--- src/dac_link_pkg.sv ---
package dac_link_pkg;

  // **************************************************
  // Link and converter sizes
  // **************************************************

  // Four DAC channels, each delivering two 16-bit samples per device clock
  localparam int num_channels = 4;
  localparam int sample_bits = 16;
  localparam int samples_per_channel = 2;

  // Two lanes, four octets per lane on every beat
  localparam int num_lanes = 2;
  localparam int octets_per_beat = 4;

  // Local multiframe length in beats and the width of the beat index
  localparam int beats_per_multiframe = 8;
  localparam int beat_bits = $clog2(beats_per_multiframe);

  // The alignment sequence lasts this many multiframes
  localparam int ilas_multiframes = 4;
  localparam int ilas_cnt_bits = $clog2(ilas_multiframes);

  // Running sample count of the test pattern, wraps at 8 bits
  localparam int count_bits = 8;
  localparam logic [count_bits-1:0] count_step = count_bits'(samples_per_channel);

  // **************************************************
  // Control characters
  // **************************************************

  // K28.5 fills the lanes during code-group sync
  localparam logic [7:0] k28_5 = 8'hbc;
  // K28.0 opens the alignment sequence (/R/)
  localparam logic [7:0] k28_0 = 8'h1c;
  // K28.3 closes each alignment multiframe (/A/)
  localparam logic [7:0] k28_3 = 8'h7c;

  // Link phases, in the order the transmitter walks through them
  typedef enum logic [1:0] {
    link_cgs,
    link_ilas,
    link_data
  } link_state_t;

  // Test pattern selection
  typedef enum logic {
    pat_chan_count,
    pat_chan_nibble
  } pattern_mode_t;

  // One beat of DAC samples, indexed as smp[channel][sample]
  // Channel 0 sample 0 sits in the low 16 bits
  typedef struct packed {
    logic [num_channels-1:0][samples_per_channel-1:0][sample_bits-1:0] smp;
  } dac_beat_t;

  // One lane beat with octet 0 in the low byte and one K flag per octet
  typedef struct packed {
    logic [octets_per_beat*8-1:0] data;
    logic [octets_per_beat-1:0]   charisk;
  } lane_beat_t;

endpackage

--- src/link_fsm.sv ---
`timescale 1ns/10ps

module link_fsm (
  input  logic                      tx_device_clk,
  input  logic                      rst_n,
  input  logic                      sync,
  input  logic                      lmfc_end,
  output dac_link_pkg::link_state_t state,
  output logic                      link_up
);

  dac_link_pkg::link_state_t state_nxt;

  // Completed alignment multiframes
  logic [dac_link_pkg::ilas_cnt_bits-1:0] mf_cnt;
  logic [dac_link_pkg::ilas_cnt_bits-1:0] mf_cnt_nxt;
  logic                                   ilas_last;

  // High during the final alignment multiframe
  assign ilas_last = (mf_cnt == dac_link_pkg::ilas_multiframes - 1);

  // **************************************************
  // Next state
  // **************************************************

  always_comb begin
    state_nxt  = state;
    mf_cnt_nxt = mf_cnt;
    case (state)
      dac_link_pkg::link_cgs: begin
        // The multiframe count starts from zero on every new alignment
        mf_cnt_nxt = '0;
        // Alignment may only begin on a multiframe boundary, so the first
        // alignment beat is beat 0
        if (sync && lmfc_end) begin
          state_nxt = dac_link_pkg::link_ilas;
        end
      end
      dac_link_pkg::link_ilas: begin
        if (!sync) begin
          state_nxt = dac_link_pkg::link_cgs;
        end else if (lmfc_end) begin
          // Four full multiframes, then user data from the next boundary
          if (ilas_last) begin
            state_nxt = dac_link_pkg::link_data;
          end else begin
            mf_cnt_nxt = mf_cnt + 1'b1;
          end
        end
      end
      dac_link_pkg::link_data: begin
        // The receiver drops sync to ask for a fresh code-group sync
        if (!sync) begin
          state_nxt = dac_link_pkg::link_cgs;
        end
      end
      default: begin
        state_nxt = dac_link_pkg::link_cgs;
      end
    endcase
  end

  // **************************************************
  // State registers
  // **************************************************

  always_ff @(posedge tx_device_clk or negedge rst_n) begin
    if (!rst_n) begin
      state   <= dac_link_pkg::link_cgs;
      mf_cnt  <= '0;
      link_up <= 1'b0;
    end else begin
      state   <= state_nxt;
      mf_cnt  <= mf_cnt_nxt;
      // Taken from the next state so it tracks state without a cycle of lag
      link_up <= (state_nxt == dac_link_pkg::link_data);
    end
  end

endmodule

--- config.mk ---
export PLATFORM = sky130hd
export DESIGN_NAME = link_fsm
export DESIGN_NICKNAME = d
export VERILOG_FILES = /design/src/dac_link_pkg.sv /design/src/link_fsm.sv
export SDC_FILE = /design/constraint.sdc
export NUM_CORES = 1
export LEC_CHECK = 0
export BUFFER_PORTS_ARGS = -buffer_cell sky130_fd_sc_hd__buf_4
export CAP_MARGIN = 0
export CELL_PAD_IN_SITES_DETAIL_PLACEMENT = 0
export CELL_PAD_IN_SITES_GLOBAL_PLACEMENT = 1
export CORE_AREA = 3 3 40 42
export CTS_CLUSTER_SIZE = 28
export DETAILED_ROUTE_END_ITERATION = 12
export DIE_AREA = 0 0 43 45
export GPL_ROUTABILITY_DRIVEN = 0
export GPL_TIMING_DRIVEN = 1
export PLACE_DENSITY_LB_ADDON = 0.25
export SYNTH_ARGS = -nofsm -noshare
export SYNTH_HDL_FRONTEND = slang
export SYNTH_SLANG_ARGS = --single-unit
--- constraint.sdc ---
create_clock -name tx_device_clk -period 1.3 [get_ports tx_device_clk]
set_clock_uncertainty 0.1 [all_clocks]
set_input_delay 0.26 -clock tx_device_clk [delete_from_list [all_inputs] [get_ports tx_device_clk]]
set_output_delay 0.26 -clock tx_device_clk [all_outputs]
set_load 0.02 [all_outputs]
**After elaboration in Yosys (flattened, before gate mapping)**

Cells that the tools add are included.

- Reductions and logical operators: 4
- Add/subtract/negate cells: 1
- Mux-type cells: 10
- Eq/ne operators: 7

Operator list:

| kind | number |
|---|---|
| $mux W2 | 8 |
| $eq A2 B2 Y1 const B | 3 |
| $ne A2 B2 Y1 const B | 3 |
| $pmux W2 S3 | 1 |
| $pmux W2 S2 | 1 |
| $reduce_and A4 Y1 | 1 |
| $add A2 B1 Y2 const B | 1 |
| $eq A2 B1 Y1 const B | 1 |
| $logic_not A2 Y1 | 1 |
| $reduce_bool A2 Y1 | 1 |
| $logic_and A1 B1 Y1 | 1 |

- Output and inout bits: 3
- Word-level logic and storage cells: 25
- Register bits: 5
- Input bits: 4

**Logic depth before layout (Yosys ltp)**

- Depth after elaboration: 6
- Mapped depth: 4
- Gate-level depth less buffers: 4

**Least setup slack after synthesis**

Ideal clock, no wire load.

- Path type: register to register
- From: register mf_cnt[0] in the netlist's numbering
- To: register mf_cnt[0] in the netlist's numbering
- Period minus slack after synthesis: 1.448 ns
- Cell stages (with the launch flop): 5
- Slack: -0.148 ns
- Library setup time: 0.069 ns
- Data required time: 1.131 ns
- Path buffers: 0
- Data arrival time: 1.279 ns
- Cells stage by stage: dfrtp_1 -> ha_1 -> nand3b_4 -> or4b_1 -> nand3_1

- Word-level cells in the longest chain between the ends: 5
- Elaborated cells on any way between the ends: 8
- Those cells by class: add/sub (1); eq/ne (2); mux (4); reduce/logical (1)

Ends and longest elaborated chain:

| element | line | source |
|---|---|---|
| start: declaration | link_fsm.sv:15 | `logic [dac_link_pkg::ilas_cnt_bits-1:0] mf_cnt;` |
| start signal: assignment | link_fsm.sv:74 | `mf_cnt <= mf_cnt_nxt;` |
| $add A2 B1 Y2 | link_fsm.sv:47 | `mf_cnt_nxt = mf_cnt + 1'b1;` |
| $mux W2 | link_fsm.sv:44 | `if (ilas_last) begin` |
| $mux W2 | link_fsm.sv:42 | `end else if (lmfc_end) begin` |
| $mux W2 | link_fsm.sv:40 | `if (!sync) begin` |
| $pmux W2 S2 | link_fsm.sv:29 | `case (state)` |

Parallel ways exist; a longest one is shown, timed or not. The select of a mux whose other input is x is not followed.
A chain may end at the register's enable or synchronous reset.

**Worst setup path in the final report**

Same ends and word-level chain as after synthesis.

==> reports/results.ini <==
[logic_synthesis]
synth_top_area_share = 0.510
syn_area_sq_um = 245
synth.distinct_cells = 11
synth_edf_count = 0
ys.flop_type = dfrtp_1
synthAdderAreaFrac = 0.0510
synth_most_common_cell = dfrtp_1
avgSynthCellArea_sq_um = 11.7
synth_top_family_by_area = simple AND/OR/NAND/NOR gates
ys_async_sr_fraction = 1.00
synth.area.top_cells = dfrtp_1 51%, nand3_1 8.2%, nand3b_4 8.2%
synthCells = 21
synth_top_area_cell = dfrtp_1
syn_nets = 26
synth_warnings = 0
ys_seq_elements = 5
yosys.area_share.simple = 0.342
synthMuxAreaShare = 0.0408
synthTopCellsByCount = 5 x dfrtp_1, 4 x nand3_1, 3 x nand2_1
yosys.area_share.xor_xnor = 0
synth_compound_gate_area_share = 0.0561
ys_seq_area_frac = 0.510

[sta]
fmax_ghz = 0.695
finalHoldViolCount = 0
slew_viol_final = 0
finalCritPeriodShare = 1.11
slew_headroom = 0.865
setup_slack_ns = -0.139
setup_viol_count_final = 1
worst_pin_slew_ns = 0.203
rsz0062_at_grt = yes
min_period_ns = 1.44

[worst_setup_path]
r2r-start = mf_cnt[0]
crit_type = flip-flop to flip-flop
crit_required_ns = 1.38
path_max_fanout = 2
end_kind = flip-flop
startpoint = mf_cnt[0]
worstRegToRegCells = 4
path_cells = ha_2 -> nand3b_4 -> or4b_1 -> nand3_1
reg2reg_setup_slack_ns = -0.14
reg2reg_to = mf_cnt[0]
critPathMaxStageDelay_ns = 0.48
crit_family = simple AND/OR/NAND/NOR gates
arrival_ns = 1.52
worst_setup_path_start_kind = flip-flop
endpoint = mf_cnt[0]
critPathBufInv = 0
crit_cells = 4
cp_slowest_cell = or4b_1

[clock_network]
root_buffer = clkbuf_4
cts_buffers = 3
clock_latency_ns = 0.24
htreeDepth = 1
clk_pin_slew_ns = 0.04
clock_sinks = 5
clock_path_buffers = 2
cts_tree = built

[cells_and_area]
diodes = 0
design_area_sq_um = 428
finish.utilization = 0.333
multi_input_area_sq_um = 130
area_delta_synth_final_pct = 74.5
nFillCells = 145
drive_above_1_share = 0.585
fin_nets = 47
seq_area_sq_um = 126

[power]
p_total_mw = 0.387
p_switching_mw = 0.0858
seqPwrFrac = 0.432
intPower_mw = 0.301
clkPwrFrac = 0.458
combPwrFrac = 0.110
p_leak_nw = 0.216
pwr_density_cell_nw_per_um2 = 904
p_sw_frac = 0.222
ir_worst_vdd_mv = 0.412

[grt]
track_usage = 0.0804
grt_pass1_vias = 250
overflow = 0
antenna_found_initial = 0
grt_max_degree = 9
grt_pass1_wl_mm = 1.06

[placement]
place_area_sq_um = 342
numPortBuffers = 6
place_hpwl_um = 468
pre_cts_ws_ns = -0.129

[floorplanning]
die_h_um = 45
rows = 13
core_area_sq_um = 1280
dieArea_sq_um = 1940
initial_core_util = 0.191
die_x_um = 43
ios = 7

[routing]
drtPass1Iterations = 2
drt-initial-drc-count = 2
wl_per_cell_um = 11.4
postRouteWirelength_um = 639
antenna_left = 0
route.detailed.drc = 0
vias = 236
vias_per_cell = 4.21

[outcome]
violations = negative setup slack
run_status = finished with violations

[job]
cap_violations = 0

[min_path]
hold_path_class = input port to flip-flop

-- per-layer routing --
metal,global-route usage,share of wire,vias up
li1,-,-,117
met1,0.0760,0.35,112
met2,0.135,0.59,7
met3,0.0438,0.059,0
met4,0.0542,0,0
met5,0,0,-
-- cell families (layout without fill, tap and decap cells) --
logic type	Yosys count	count (layout)
fa+ha+maj	1	1
buf+inv	0	20
compound gates	2	2
simple gates	12	12
flops	5	5
mux	1	1
-- worst min path at each step --
| stage | startpoint | endpoint | slack, ns | cells past startpoint |
|---|---|---|---|---|
| final | sync | link_up | 0.19 | 2 |
| after global routing | sync | link_up | 0.19 | 2 |
| after CTS | sync | link_up | 0.18 | 2 |
| after detailed placement | rst_n | state[1] | -0.03 | 1 |
| after global placement | rst_n | state[0] | -0.03 | 1 |
| after floorplan | rst_n | link_up | -0.14 | 0 |
-- through the flow --
step,hold slack (ns),instances,setup TNS [ns]
finish,0.191,56,-0.139
global route,0.189,56,-0.201
CTS,0.183,53,-0.146
detailed placement,-0.0348,46,-0.223
global placement,-0.0331,46,-0.162
floorplan,-0.136,21,-0.0980
-- area by class of cell --
class / instances / share of cell area
Sequential cell: 5 / 0.295
Clock buffer: 4 / 0.0614
Timing Repair Buffer: 16 / 0.295
Tap cell: 15 / 0.0439
Multi-Input combinational cell: 16 / 0.304
-- cell usage in the layout (no fill, tap or decap), types with 2 or more instances in the layout --
master	instances
and2_2	2
nand3_1	4
dfrtp_1	4
clkbuf_4	3
nand2_1	3
buf_4	14
-- registers in the layout (all words and copies together), names as in the netlist --
name / flops
mf_cnt: 2
state: 2
link_up: 1
-- power by group through the flow --
stage | logic (mW) | clock network (mW) | registers [mW]
detailed placement | 0.0363 | 0 | 0.169
floorplan | 0.00948 | 0 | 0.170
finish | 0.0426 | 0.177 | 0.167
global route | 0.0472 | 0.202 | 0.168
CTS | 0.0406 | 0.190 | 0.166
global placement | 0.0365 | 0 | 0.168
-- what timing repair did --
item | in CTS | in global routing
setup endpoints to repair | 3 | 4
cloned | 0 | 0
hold buffers | 1 | 0
endpoints found under the hold margin | 5 | 0
pin swaps | 1 | 0
resized for setup | 3 | 1
buffers inserted | 2 | 3
No activity file was read; power rests on OpenSTA's default activity.
