**config.mk**
```make
export PLATFORM = sky130hd
export DESIGN_NAME = dac_pattern_gen
export DESIGN_NICKNAME = d
export VERILOG_FILES = /design/src/dac_link_pkg.sv /design/src/dac_pattern_gen.sv
export SDC_FILE = /design/constraint.sdc
export NUM_CORES = 1
export LEC_CHECK = 0
export BUFFER_PORTS_ARGS = -buffer_cell sky130_fd_sc_hd__buf_2
export CAP_MARGIN = 0
export CORE_MARGIN = 4
export CORE_UTILIZATION = 35
export DETAILED_ROUTE_END_ITERATION = 10
export HOLD_SLACK_MARGIN = 0.15
export PLACE_DENSITY_LB_ADDON = 0.1
export RECOVER_POWER = 100
export SLEW_MARGIN = 5
export SYNTH_ARGS = -nofsm -noshare
export SYNTH_HDL_FRONTEND = slang
export SYNTH_SLANG_ARGS = --single-unit
```
**constraint.sdc**
```tcl
create_clock -name tx_device_clk -period 1.5 [get_ports tx_device_clk]
set_clock_uncertainty 0.1 [all_clocks]
set_input_delay 0.075 -clock tx_device_clk [delete_from_list [all_inputs] [get_ports tx_device_clk]]
set_output_delay 0.075 -clock tx_device_clk [all_outputs]
set_load 0.05 [all_outputs]
```
**src/dac_link_pkg.sv**
```systemverilog
package dac_link_pkg;

  // **************************************************
  // Link and converter sizes
  // **************************************************

  // Four DAC channels, each delivering two 16-bit samples per device clock
  localparam int num_channels = 4;
  localparam int sample_bits = 16;
  localparam int samples_per_channel = 2;

  // Two lanes, four octets per lane on every beat
  localparam int num_lanes = 2;
  localparam int octets_per_beat = 4;

  // Local multiframe length in beats and the width of the beat index
  localparam int beats_per_multiframe = 8;
  localparam int beat_bits = $clog2(beats_per_multiframe);

  // The alignment sequence lasts this many multiframes
  localparam int ilas_multiframes = 4;
  localparam int ilas_cnt_bits = $clog2(ilas_multiframes);

  // Running sample count of the test pattern, wraps at 8 bits
  localparam int count_bits = 8;
  localparam logic [count_bits-1:0] count_step = count_bits'(samples_per_channel);

  // **************************************************
  // Control characters
  // **************************************************

  // K28.5 fills the lanes during code-group sync
  localparam logic [7:0] k28_5 = 8'hbc;
  // K28.0 opens the alignment sequence (/R/)
  localparam logic [7:0] k28_0 = 8'h1c;
  // K28.3 closes each alignment multiframe (/A/)
  localparam logic [7:0] k28_3 = 8'h7c;

  // Link phases, in the order the transmitter walks through them
  typedef enum logic [1:0] {
    link_cgs,
    link_ilas,
    link_data
  } link_state_t;

  // Test pattern selection
  typedef enum logic {
    pat_chan_count,
    pat_chan_nibble
  } pattern_mode_t;

  // One beat of DAC samples, indexed as smp[channel][sample]
  // Channel 0 sample 0 sits in the low 16 bits
  typedef struct packed {
    logic [num_channels-1:0][samples_per_channel-1:0][sample_bits-1:0] smp;
  } dac_beat_t;

  // One lane beat with octet 0 in the low byte and one K flag per octet
  typedef struct packed {
    logic [octets_per_beat*8-1:0] data;
    logic [octets_per_beat-1:0]   charisk;
  } lane_beat_t;

endpackage

```
**src/dac_pattern_gen.sv**
```systemverilog
`timescale 1ns/10ps

module dac_pattern_gen (
  input  logic                        tx_device_clk,
  input  logic                        rst_n,
  input  dac_link_pkg::link_state_t   state,
  input  dac_link_pkg::pattern_mode_t mode,
  output dac_link_pkg::dac_beat_t     samples
);

  // Registered running count and the value the samples are built from
  logic [dac_link_pkg::count_bits-1:0] count_q;
  logic [dac_link_pkg::count_bits-1:0] count;
  logic                                in_data;

  assign in_data = (state == dac_link_pkg::link_data);

  // **************************************************
  // Running sample count
  // **************************************************

  // The count moves on by one beat of samples per clock in user data and
  // is cleared in every other phase, so each new link starts from zero
  always_ff @(posedge tx_device_clk or negedge rst_n) begin
    if (!rst_n) begin
      count_q <= '0;
    end else if (in_data) begin
      count_q <= count_q + dac_link_pkg::count_step;
    end else begin
      count_q <= '0;
    end
  end

  // The register still holds the last data value in the first cycle after
  // sync is lost, hence the mask by phase
  assign count = in_data ? count_q : '0;

  // **************************************************
  // Sample builder
  // **************************************************

  always_comb begin : build_samples
    logic [dac_link_pkg::count_bits-1:0] low;
    samples = '0;
    for (int i = 0; i < dac_link_pkg::num_channels; i++) begin
      for (int j = 0; j < dac_link_pkg::samples_per_channel; j++) begin
        // Each sample in the beat is one step further along the count
        low = count + j[dac_link_pkg::count_bits-1:0];
        if (mode == dac_link_pkg::pat_chan_count) begin
          // Channel in the top nibble, bits 11 to 8 stay zero
          samples.smp[i][j][dac_link_pkg::sample_bits-1 -: 4]  = i[3:0];
          samples.smp[i][j][dac_link_pkg::count_bits-1:0]       = low;
        end else begin
          // Channel number repeated in every nibble
          samples.smp[i][j] = {(dac_link_pkg::sample_bits / 4){i[3:0]}};
        end
      end
    end
  end

endmodule

```
## Word level (Yosys, flattened, before mapping)

Cells that the tools add are included.

- Add/sub/neg operators: 2
- Equal/unequal tests: 1
- Multiplexer cells: 13

Operators by type and width:

| operator | number |
|---|---|
| two-way mux 8 bit | 10 |
| adder 8 x 1 -> 8 bit (second input constant) | 1 |
| adder 8 x 2 -> 8 bit (second input constant) | 1 |
| two-way mux 2 bit | 2 |
| == test 2 bit (second input constant) | 1 |
| two-way mux 1 bit | 1 |

- Bits in registers: 8
- Bits of input ports: 5
- Output and inout port bits: 128
- Logic and storage cells: 17

## Logic depth before layout (Yosys ltp)

Gate-level depths: netlist of run 1.

- Depth after elaboration: 4
- Gate-level depth with buffers: 5
- Mapped depth without buffers: 4

## Least setup slack after synthesis of run 1

Ideal clock, no wire load.

- Path kind: input to output
- From: input mode
- To: output samples[118] (netlist name)
- Arrival: 1.694 ns
- Data required time: 1.325 ns
- Slack: -0.369 ns
- Stages on the path: 4
- Path buffers: 2
- Cells stage by stage: inv_1 clkbuf_1 and3_1 buf_4

RTL lines:

| what | RTL line | text |
|---|---|---|
| from (decl) | dac_pattern_gen.sv:7 | `input dac_link_pkg::pattern_mode_t mode,` |
| to (decl) | dac_pattern_gen.sv:8 | `output dac_link_pkg::dac_beat_t samples` |

==> results of run 1 <==
==> critical path: cells and delay by family (launching register included) <==
family / cells / cell delay (ns)
buf+inv: 2 / 0.39
flops: 1 / 0.37
simple gates: 1 / 0.18
==> through the flow <==
stage | area (µm²) | setup WS, ns | hold WS (ns) | utilization, %
floorplan | 1480 | 0.0236 | -0.321 | -
global placement | 1100 | 0.196 | -0.185 | 32.5
detailed placement | 1100 | 0.168 | -0.180 | 32.5
CTS | 1170 | 0.129 | 0.207 | 34.5
global route | 1150 | 0.0389 | 0.220 | 34.0
finish | 1150 | 0.131 | 0.214 | 34.0
==> cell usage in the layout, fill, tap and decap left out <==
cell type,Yosys,layout
nand3_1,1,2
o21ai_0,2,2
or3_1,2,2
dlygate4sd3_1,0,4
nand2_1,11,11
xor2_1,2,2
inv_1,1,1
conb_1,2,60
dfrtp_1,7,7
clkbuf_4,0,3
clkbuf_2,1,58
clkbuf_1,3,11
and3_2,2,7
and2_0,0,1
xnor2_1,1,1
ha_1,1,1
and3_1,12,7
nor2b_1,1,1
nand2b_1,1,1
buf_4,106,3
nor2_1,4,4
buf_2,0,4
a21oi_1,2,2
==> layout make-up <==
class / instances / area, µm² / share of cell area [%]
well taps: 46 / 57.6 / 5.00
repair buffers: 79 / 410 / 35.7
clock buffers: 4 / 26.3 / 2.28
flip-flops and latches: 7 / 175 / 15.2
inverters: 1 / 3.75 / 0.326
multi-input cells: 104 / 478 / 41.5
==> repair_timing <==
action                                 CTS  global route
gates resized for setup                  0             0
endpoints found under the hold margin   13             0
hold buffers                             4             0
==> how the worst max path moves through the flow <==
stage               startpoint           end  slack (ns)
global placement    count_q[2]    count_q[7]        0.20
global route        count_q[5]  samples[101]        0.04
finish              count_q[1]   samples[49]        0.13
floorplan             state[1]  samples[100]        0.02
CTS                 count_q[4]   samples[20]        0.13
detailed placement  count_q[2]    count_q[7]        0.17
==> power by group through the flow <==
stage               clock network, W  logic [W]  registers [W]
finish                      0.000172   0.000552       0.000193
global route                0.000197   0.000575       0.000194
CTS                         0.000182   0.000553       0.000193
detailed placement                 0   0.000545       0.000197
global placement                   0   0.000545       0.000196
floorplan                          0   0.000646       0.000197
==> layer usage <==
layer,global-route usage [%],part of all wire (%)
met2,16.8,54
met5,0,0
met4,2.28,0.44
met3,4.16,16
met1,7.14,30
==> cells by family (layout without fill, tap and decap cells) <==
family / after synthesis / after routing / share of synthesized area, %
XOR/XNOR: 3 / 3 / 2.10
buffers and inverters: 111 / 84 / 65.3
other: 2 / 60 / 0.601
adder cells (fa/ha/maj): 1 / 1 / 1.00
AND/OR/NAND/NOR: 36 / 36 / 15.4
AO/OA/AOI/OAI: 4 / 4 / 1.60
flip-flops: 7 / 7 / 14.0
==> metrics.md, run 1 <==
| Metric | Value |
|---|---|
| Status | `finished clean` |
| Initial antenna violation count | `0` |
| Top FF cell, synth | `dfrtp_1` |
| CP Max Fanout | `5` |
| Pwr dens | `797 mW/mm²` |
| Row Count | `21` |
| Worst-skew pair later-pin latency | `0.25 ns` |
| Clk network pwr share | `18.8%` |
| Crit path cell chain | `buf_4 > and3_2 > clkbuf_2` |
| Hold wc startpoint | `state[0]` |
| Vias per Instance | `3.56` |
| Drt drc | `0` |
| P_sw | `0.000582 W` |
| Ant diodes | `0` |
| Core area | `0.00339 mm²` |
| Detail Route Antenna Nets | `0` |
| Pwr Total | `0.000917 W` |
| First-pass GRT wire length | `2.87 mm` |
| Post-synth EDFFs | `0` |
| Crit Path Category | `flip-flop to output pin` |
| Worst-case reg-to-reg path depth | `4` |
| Routed WL | `2.29 mm` |
| Die Ht | `67.8 µm` |
| Final hold viol count | `0` |
| P&R area growth vs syn | `-7.91%` |
| Post-Layout Cell Count | `241` |
| Routed wire per std cell | `9.52 µm` |
| Post-synthesis sequential area ratio | `14.0%` |
| R2r endpoint | `count_q[7]` |
| Crit-path max cell delay | `0.37 ns` |
| CTS HTree Levels | `1` |
| RSZ-0062 raised after global routing | `no` |
| Layout fillers | `385` |
| Sequential power share | `21.1%` |
| Initial Utilization | `36.9%` |
| Number of port buffers | `72` |
| CTS tree | `built` |
| Largest register by flop count | `count_q` |
| Placed Cells | `233` |
| Worst hold stages | `4` |
| Gr usage total | `8.39%` |
| Leakage | `0.772 nW` |
| Netlist cell types | `21` |
| CP Capture Type | `output pin` |
| Most common cell in the synthesized netlist | `buf_4` |
| Number of flip-flops under the largest register name | `7` |
| Mapped cell area | `0.00125 mm²` |
| Vias | `857` |
| Hold Crit Endpoint | `count_q[2]` |
| Fin crit share | `91.2%` |
| Final #Nets | `202` |
| Total clock sinks | `7` |
| CP Launch Type | `flip-flop` |
| Synth warn | `0` |
| Total congestion overflow | `0` |
| Yosys top cell by area | `buf_4` |
| Die ar. | `0.00459 mm²` |
| Worst-Margin Slew | `0.599 ns` |
| Largest cells by area after synthesis | `buf_4 64%, dfrtp_1 14%, and3_1 6.0%, nand2_1 3.3%, xor2_1 1.4%` |
| Commonest cells post-synth | `106 x buf_4, 12 x and3_1, 11 x nand2_1` |
| Worst Path Arrival | `1.19 ns` |
| Async SR Flop Fraction | `100%` |
| VDD IR max | `0.000273 V` |
| R2R Setup Slk | `0.14 ns` |
| Num CTS Buffers | `3` |
| Die Width | `67.8 µm` |
| Pre-antenna DRT Iters | `4` |
| Synthesis-stage register bit count | `7` |
| Cells after Synth | `164` |
| Max Slew Vio Count | `0` |
| Post-Syn Area per Cell | `7.62 µm²` |
| Fraction of layout cells with a size suffix above 1 | `38.5%` |
| GP Congestion | `0.653` |
| Comb power frac | `60.1%` |
| Initial drt markers | `13` |
| Sum Neg Setup Slack | `0 ns` |
| Switching share of power | `63.5%` |
| Max Cap Viol | `0` |
| Root Buffer Master | `clkbuf_4` |
| Largest regs | `count_q (7)` |
| Hold crit path type | `primary input to flip-flop` |
| Req. time, crit path | `1.32 ns` |
| Slowest cell on the critical path | `dfrtp_1` |
| Clock slew at reported path FFs | `0.05 ns` |
| Pin count of the biggest net entering global routing | `19` |
| Vias in the first global route | `634` |
| CTS max path bufs | `2` |
| Final Setup Violations | `0` |
| Internal power | `0.000335 W` |
| Post-synth top area share | `63.7%` |
| Fmax | `731 MHz` |
| Final min period | `1.37 ns` |
| Slew headroom | `60.2%` |
| DP HPWL | `2.00 mm` |
| Setup bufs post-CTS | `0` |
| Reg-to-Reg Start | `count_q[2]` |
| IO Count | `133` |
Note: power is estimated with default switching activity, not from simulation.
==> run 2: changes to the inputs <==
--- a/config.mk
+++ b/config.mk
@@ -7,12 +7,15 @@
 export LEC_CHECK = 0
 export BUFFER_PORTS_ARGS = -buffer_cell sky130_fd_sc_hd__buf_2
 export CAP_MARGIN = 0
+export CELL_PAD_IN_SITES_DETAIL_PLACEMENT = 1
+export CELL_PAD_IN_SITES_GLOBAL_PLACEMENT = 1
 export CORE_MARGIN = 4
-export CORE_UTILIZATION = 35
+export CORE_UTILIZATION = 22
 export DETAILED_ROUTE_END_ITERATION = 10
 export HOLD_SLACK_MARGIN = 0.15
 export PLACE_DENSITY_LB_ADDON = 0.1
 export RECOVER_POWER = 100
+export SETUP_SLACK_MARGIN = 0.05
 export SLEW_MARGIN = 5
 export SYNTH_ARGS = -nofsm -noshare
 export SYNTH_HDL_FRONTEND = slang
==> run 2 against run 1 <==
- sequential power about the same
- cell area grew 6.6%
- clock power rose by 50%
- core utilization fell by 12 points
- clock-buffer cell count did not move
- sequential share of layout area fell by 0.95 points
- worst hold slack got worse by 0.056 ns
- die area is 51% higher
- final cell count grew 11%
- total power rose by 10%
- first-iteration DRC count shrank 62%
- non-clock buffer count increased by 1
- critical endpoint is now samples[34]
- largest cell class unchanged
==> metrics.md, run 2 (synthesized netlist as in run 1, its figures left out) <==
| Metric | Value |
|---|---|
| Detail Route Antenna Nets | `0 (unchanged)` |
| IO Count | `133 (unchanged)` |
| Fraction of layout cells with a size suffix above 1 | `42.9% (+4.4 points)` |
| CP Launch Type | `flip-flop` |
| Most frequent cells in the layout | `60 x conb_1, 58 x clkbuf_2, 11 x clkbuf_1` |
| Die Ht | `83.4 µm (+23%)` |
| Final instance area | `0.00123 mm² (+6.6%)` |
| Pwr dens | `824 mW/mm² (+3.4%)` |
| Leading cell type in the layout, fill and taps excluded | `conb_1` |
| Core Util, Final | `22.3% (-12 points)` |
| Setup Slack @ Placement | `0.106 ns (-0.0629 ns)` |
| Reg-to-Reg Start | `count_q[2]` |
| Clock slew at reported path FFs | `0.04 ns (about the same)` |
| Multi-input logic area | `498 µm² (+4.2%)` |
| CTS tree | `built` |
| Vias per Instance | `3.18 (-11%)` |
| Largest register by flop count | `count_q` |
| Initial antenna violation count | `0 (unchanged)` |
| Sum Neg Setup Slack | `0 ns (unchanged)` |
| Req. time, crit path | `1.32 ns (about the same)` |
| Routed WL | `2.72 mm (+18%)` |
| VDD IR max | `0.000198 V (-27%)` |
| Hold crit path type | `primary input to flip-flop` |
| Row Count | `27 (+29%)` |
| Gr usage total | `7.36% (-1.0 points)` |
| Setup WS post-layout | `0.111 ns (-0.0200 ns)` |
| GP Congestion | `0.667 (+2.2%)` |
| Hold wc startpoint | `state[0]` |
| Die Width | `83.4 µm (+23%)` |
| Leakage | `0.786 nW (+1.8%)` |
| Number of port buffers | `72 (unchanged)` |
| Initial Utilization | `22.7% (-14 points)` |
| Status | `finished clean` |
| RSZ-0062 raised after global routing | `no` |
| Worst Path Arrival | `1.21 ns (+0.02 ns)` |
| Pin count of the biggest net entering global routing | `19 (unchanged)` |
| Root Buffer Master | `clkbuf_8` |
| Max Slew Vio Count | `0 (unchanged)` |
| Drt drc | `0 (unchanged)` |
| Crit Path Category | `flip-flop to output pin` |
| Final #Nets | `203 (+0.50%)` |
| Die ar. | `0.00695 mm² (+51%)` |
| Pre-antenna DRT Iters | `3 (-1)` |
| Final Setup Violations | `0 (unchanged)` |
| Total congestion overflow | `0 (unchanged)` |
| CTS max path bufs | `2 (unchanged)` |
| CP Max Fanout | `4 (-1)` |
| Hold Crit Endpoint | `count_q[1]` |
| DP HPWL | `2.42 mm (+21%)` |
| Max Cap Viol | `0 (unchanged)` |
| Fmax | `720 MHz (-1.4%)` |
| Number of flip-flops under the largest register name | `7 (unchanged)` |
| P&R area growth vs syn | `-1.80%` |
| Dpl cell area | `0.00116 mm² (+5.0%)` |
| Fin crit share | `92.6% (+1.3 points)` |
| Worst-case reg-to-reg path depth | `4 (unchanged)` |
| R2r endpoint | `count_q[7]` |
| Register area | `175 µm² (unchanged)` |
| CTS HTree Levels | `1 (unchanged)` |
| Slew headroom | `59.7% (-0.56 points)` |
| Routed wire per std cell | `10.1 µm (+6.5%)` |
| Total clock sinks | `7 (unchanged)` |
| Initial drt markers | `5 (-8)` |
| Vias | `851 (-0.70%)` |
| Largest regs | `count_q (7)` |
| Num CTS Buffers | `3 (unchanged)` |
| Final min period | `1.39 ns (+0.0200 ns)` |
| Worst hold stages | `3 (-1)` |
| Vias in the first global route | `810 (+28%)` |
| Final hold viol count | `0 (unchanged)` |
| Layout fillers | `723 (+88%)` |
| Ant diodes | `0 (unchanged)` |
| R2R Setup Slk | `0.13 ns (about the same)` |
| Worst-skew pair later-pin latency | `0.22 ns (-0.03 ns)` |
| Worst-Margin Slew | `0.607 ns (+0.00851 ns)` |
| CP Capture Type | `output pin` |
| First-pass GRT wire length | `4.33 mm (+51%)` |
| Core area | `0.00551 mm² (+62%)` |
[run 2: cell types whose count changed in the layout (fill, tap and decap cells not counted)]
cell and change:
dlygate4sd3_1 -1, buf_4 +2, nand3_2 +1, nand2_1 -6, nand2_2 +6, nand3_1 -1
clkbuf_8 +3, clkbuf_4 -3
[run 2: routing by layer]
metal | wire, µm | GRT usage [%]
met1 | 815 | 7.09
met2 | 1510 | 14.1
met4 | 11 | 1.78
met3 | 383 | 3.37
met5 | 0 | 0
[run 2: repair_timing]
action	in CTS	in global routing
resized for setup	0	1
endpoints found under the setup margin	0	1
hold endpoints to repair	8	0
hold buffers	3	0
buffers inserted	0	1
[run 2: worst max-delay path, stage by stage (launching register included)]
cell and delay, ns:
dfrtp_1 0.37, buf_4 0.12, and3_1 0.20, clkbuf_2 0.30
[run 2: area by class of cell]
cell class              count  share of cell area, %
repair buffers             80                   33.8
inverters                   1                  0.306
multi-input cells         104                   40.6
well taps                  72                   7.34
clock buffers               4                   3.67
flip-flops and latches      7                   14.3
[run 2: where the power goes]
group	switching (W)	total, W	internal (W)	leakage (nW)
logic	0.000515	0.000559	0.0000438	0.667
registers	0.00000176	0.000194	0.000192	0.0967
clock network	0.0000749	0.000258	0.000183	0.0228
[run 2: worst max path at each step]
stage	start	end	slack [ns]	cells after the start
2_1_floorplan	mode	samples[118]	0.08	4
3_3_place_gp	count_q[2]	count_q[7]	0.18	4
3_5_place_dp	count_q[2]	count_q[7]	0.11	4
4_1_cts	count_q[2]	count_q[7]	0.09	4
5_1_grt	count_q[2]	count_q[7]	0.03	4
6_report	count_q[2]	samples[34]	0.11	3
[run 2: through the flow]
| step | total power, W | hold slack [ns] | std cells |
|---|---|---|---|
| after floorplan | 0.000846 | -0.321 | 222 |
| after global placement | 0.000748 | -0.176 | 260 |
| after detailed placement | 0.000749 | -0.175 | 260 |
| after CTS | 0.00102 | 0.172 | 267 |
| after global routing | 0.00105 | 0.201 | 268 |
| final | 0.00101 | 0.159 | 268 |
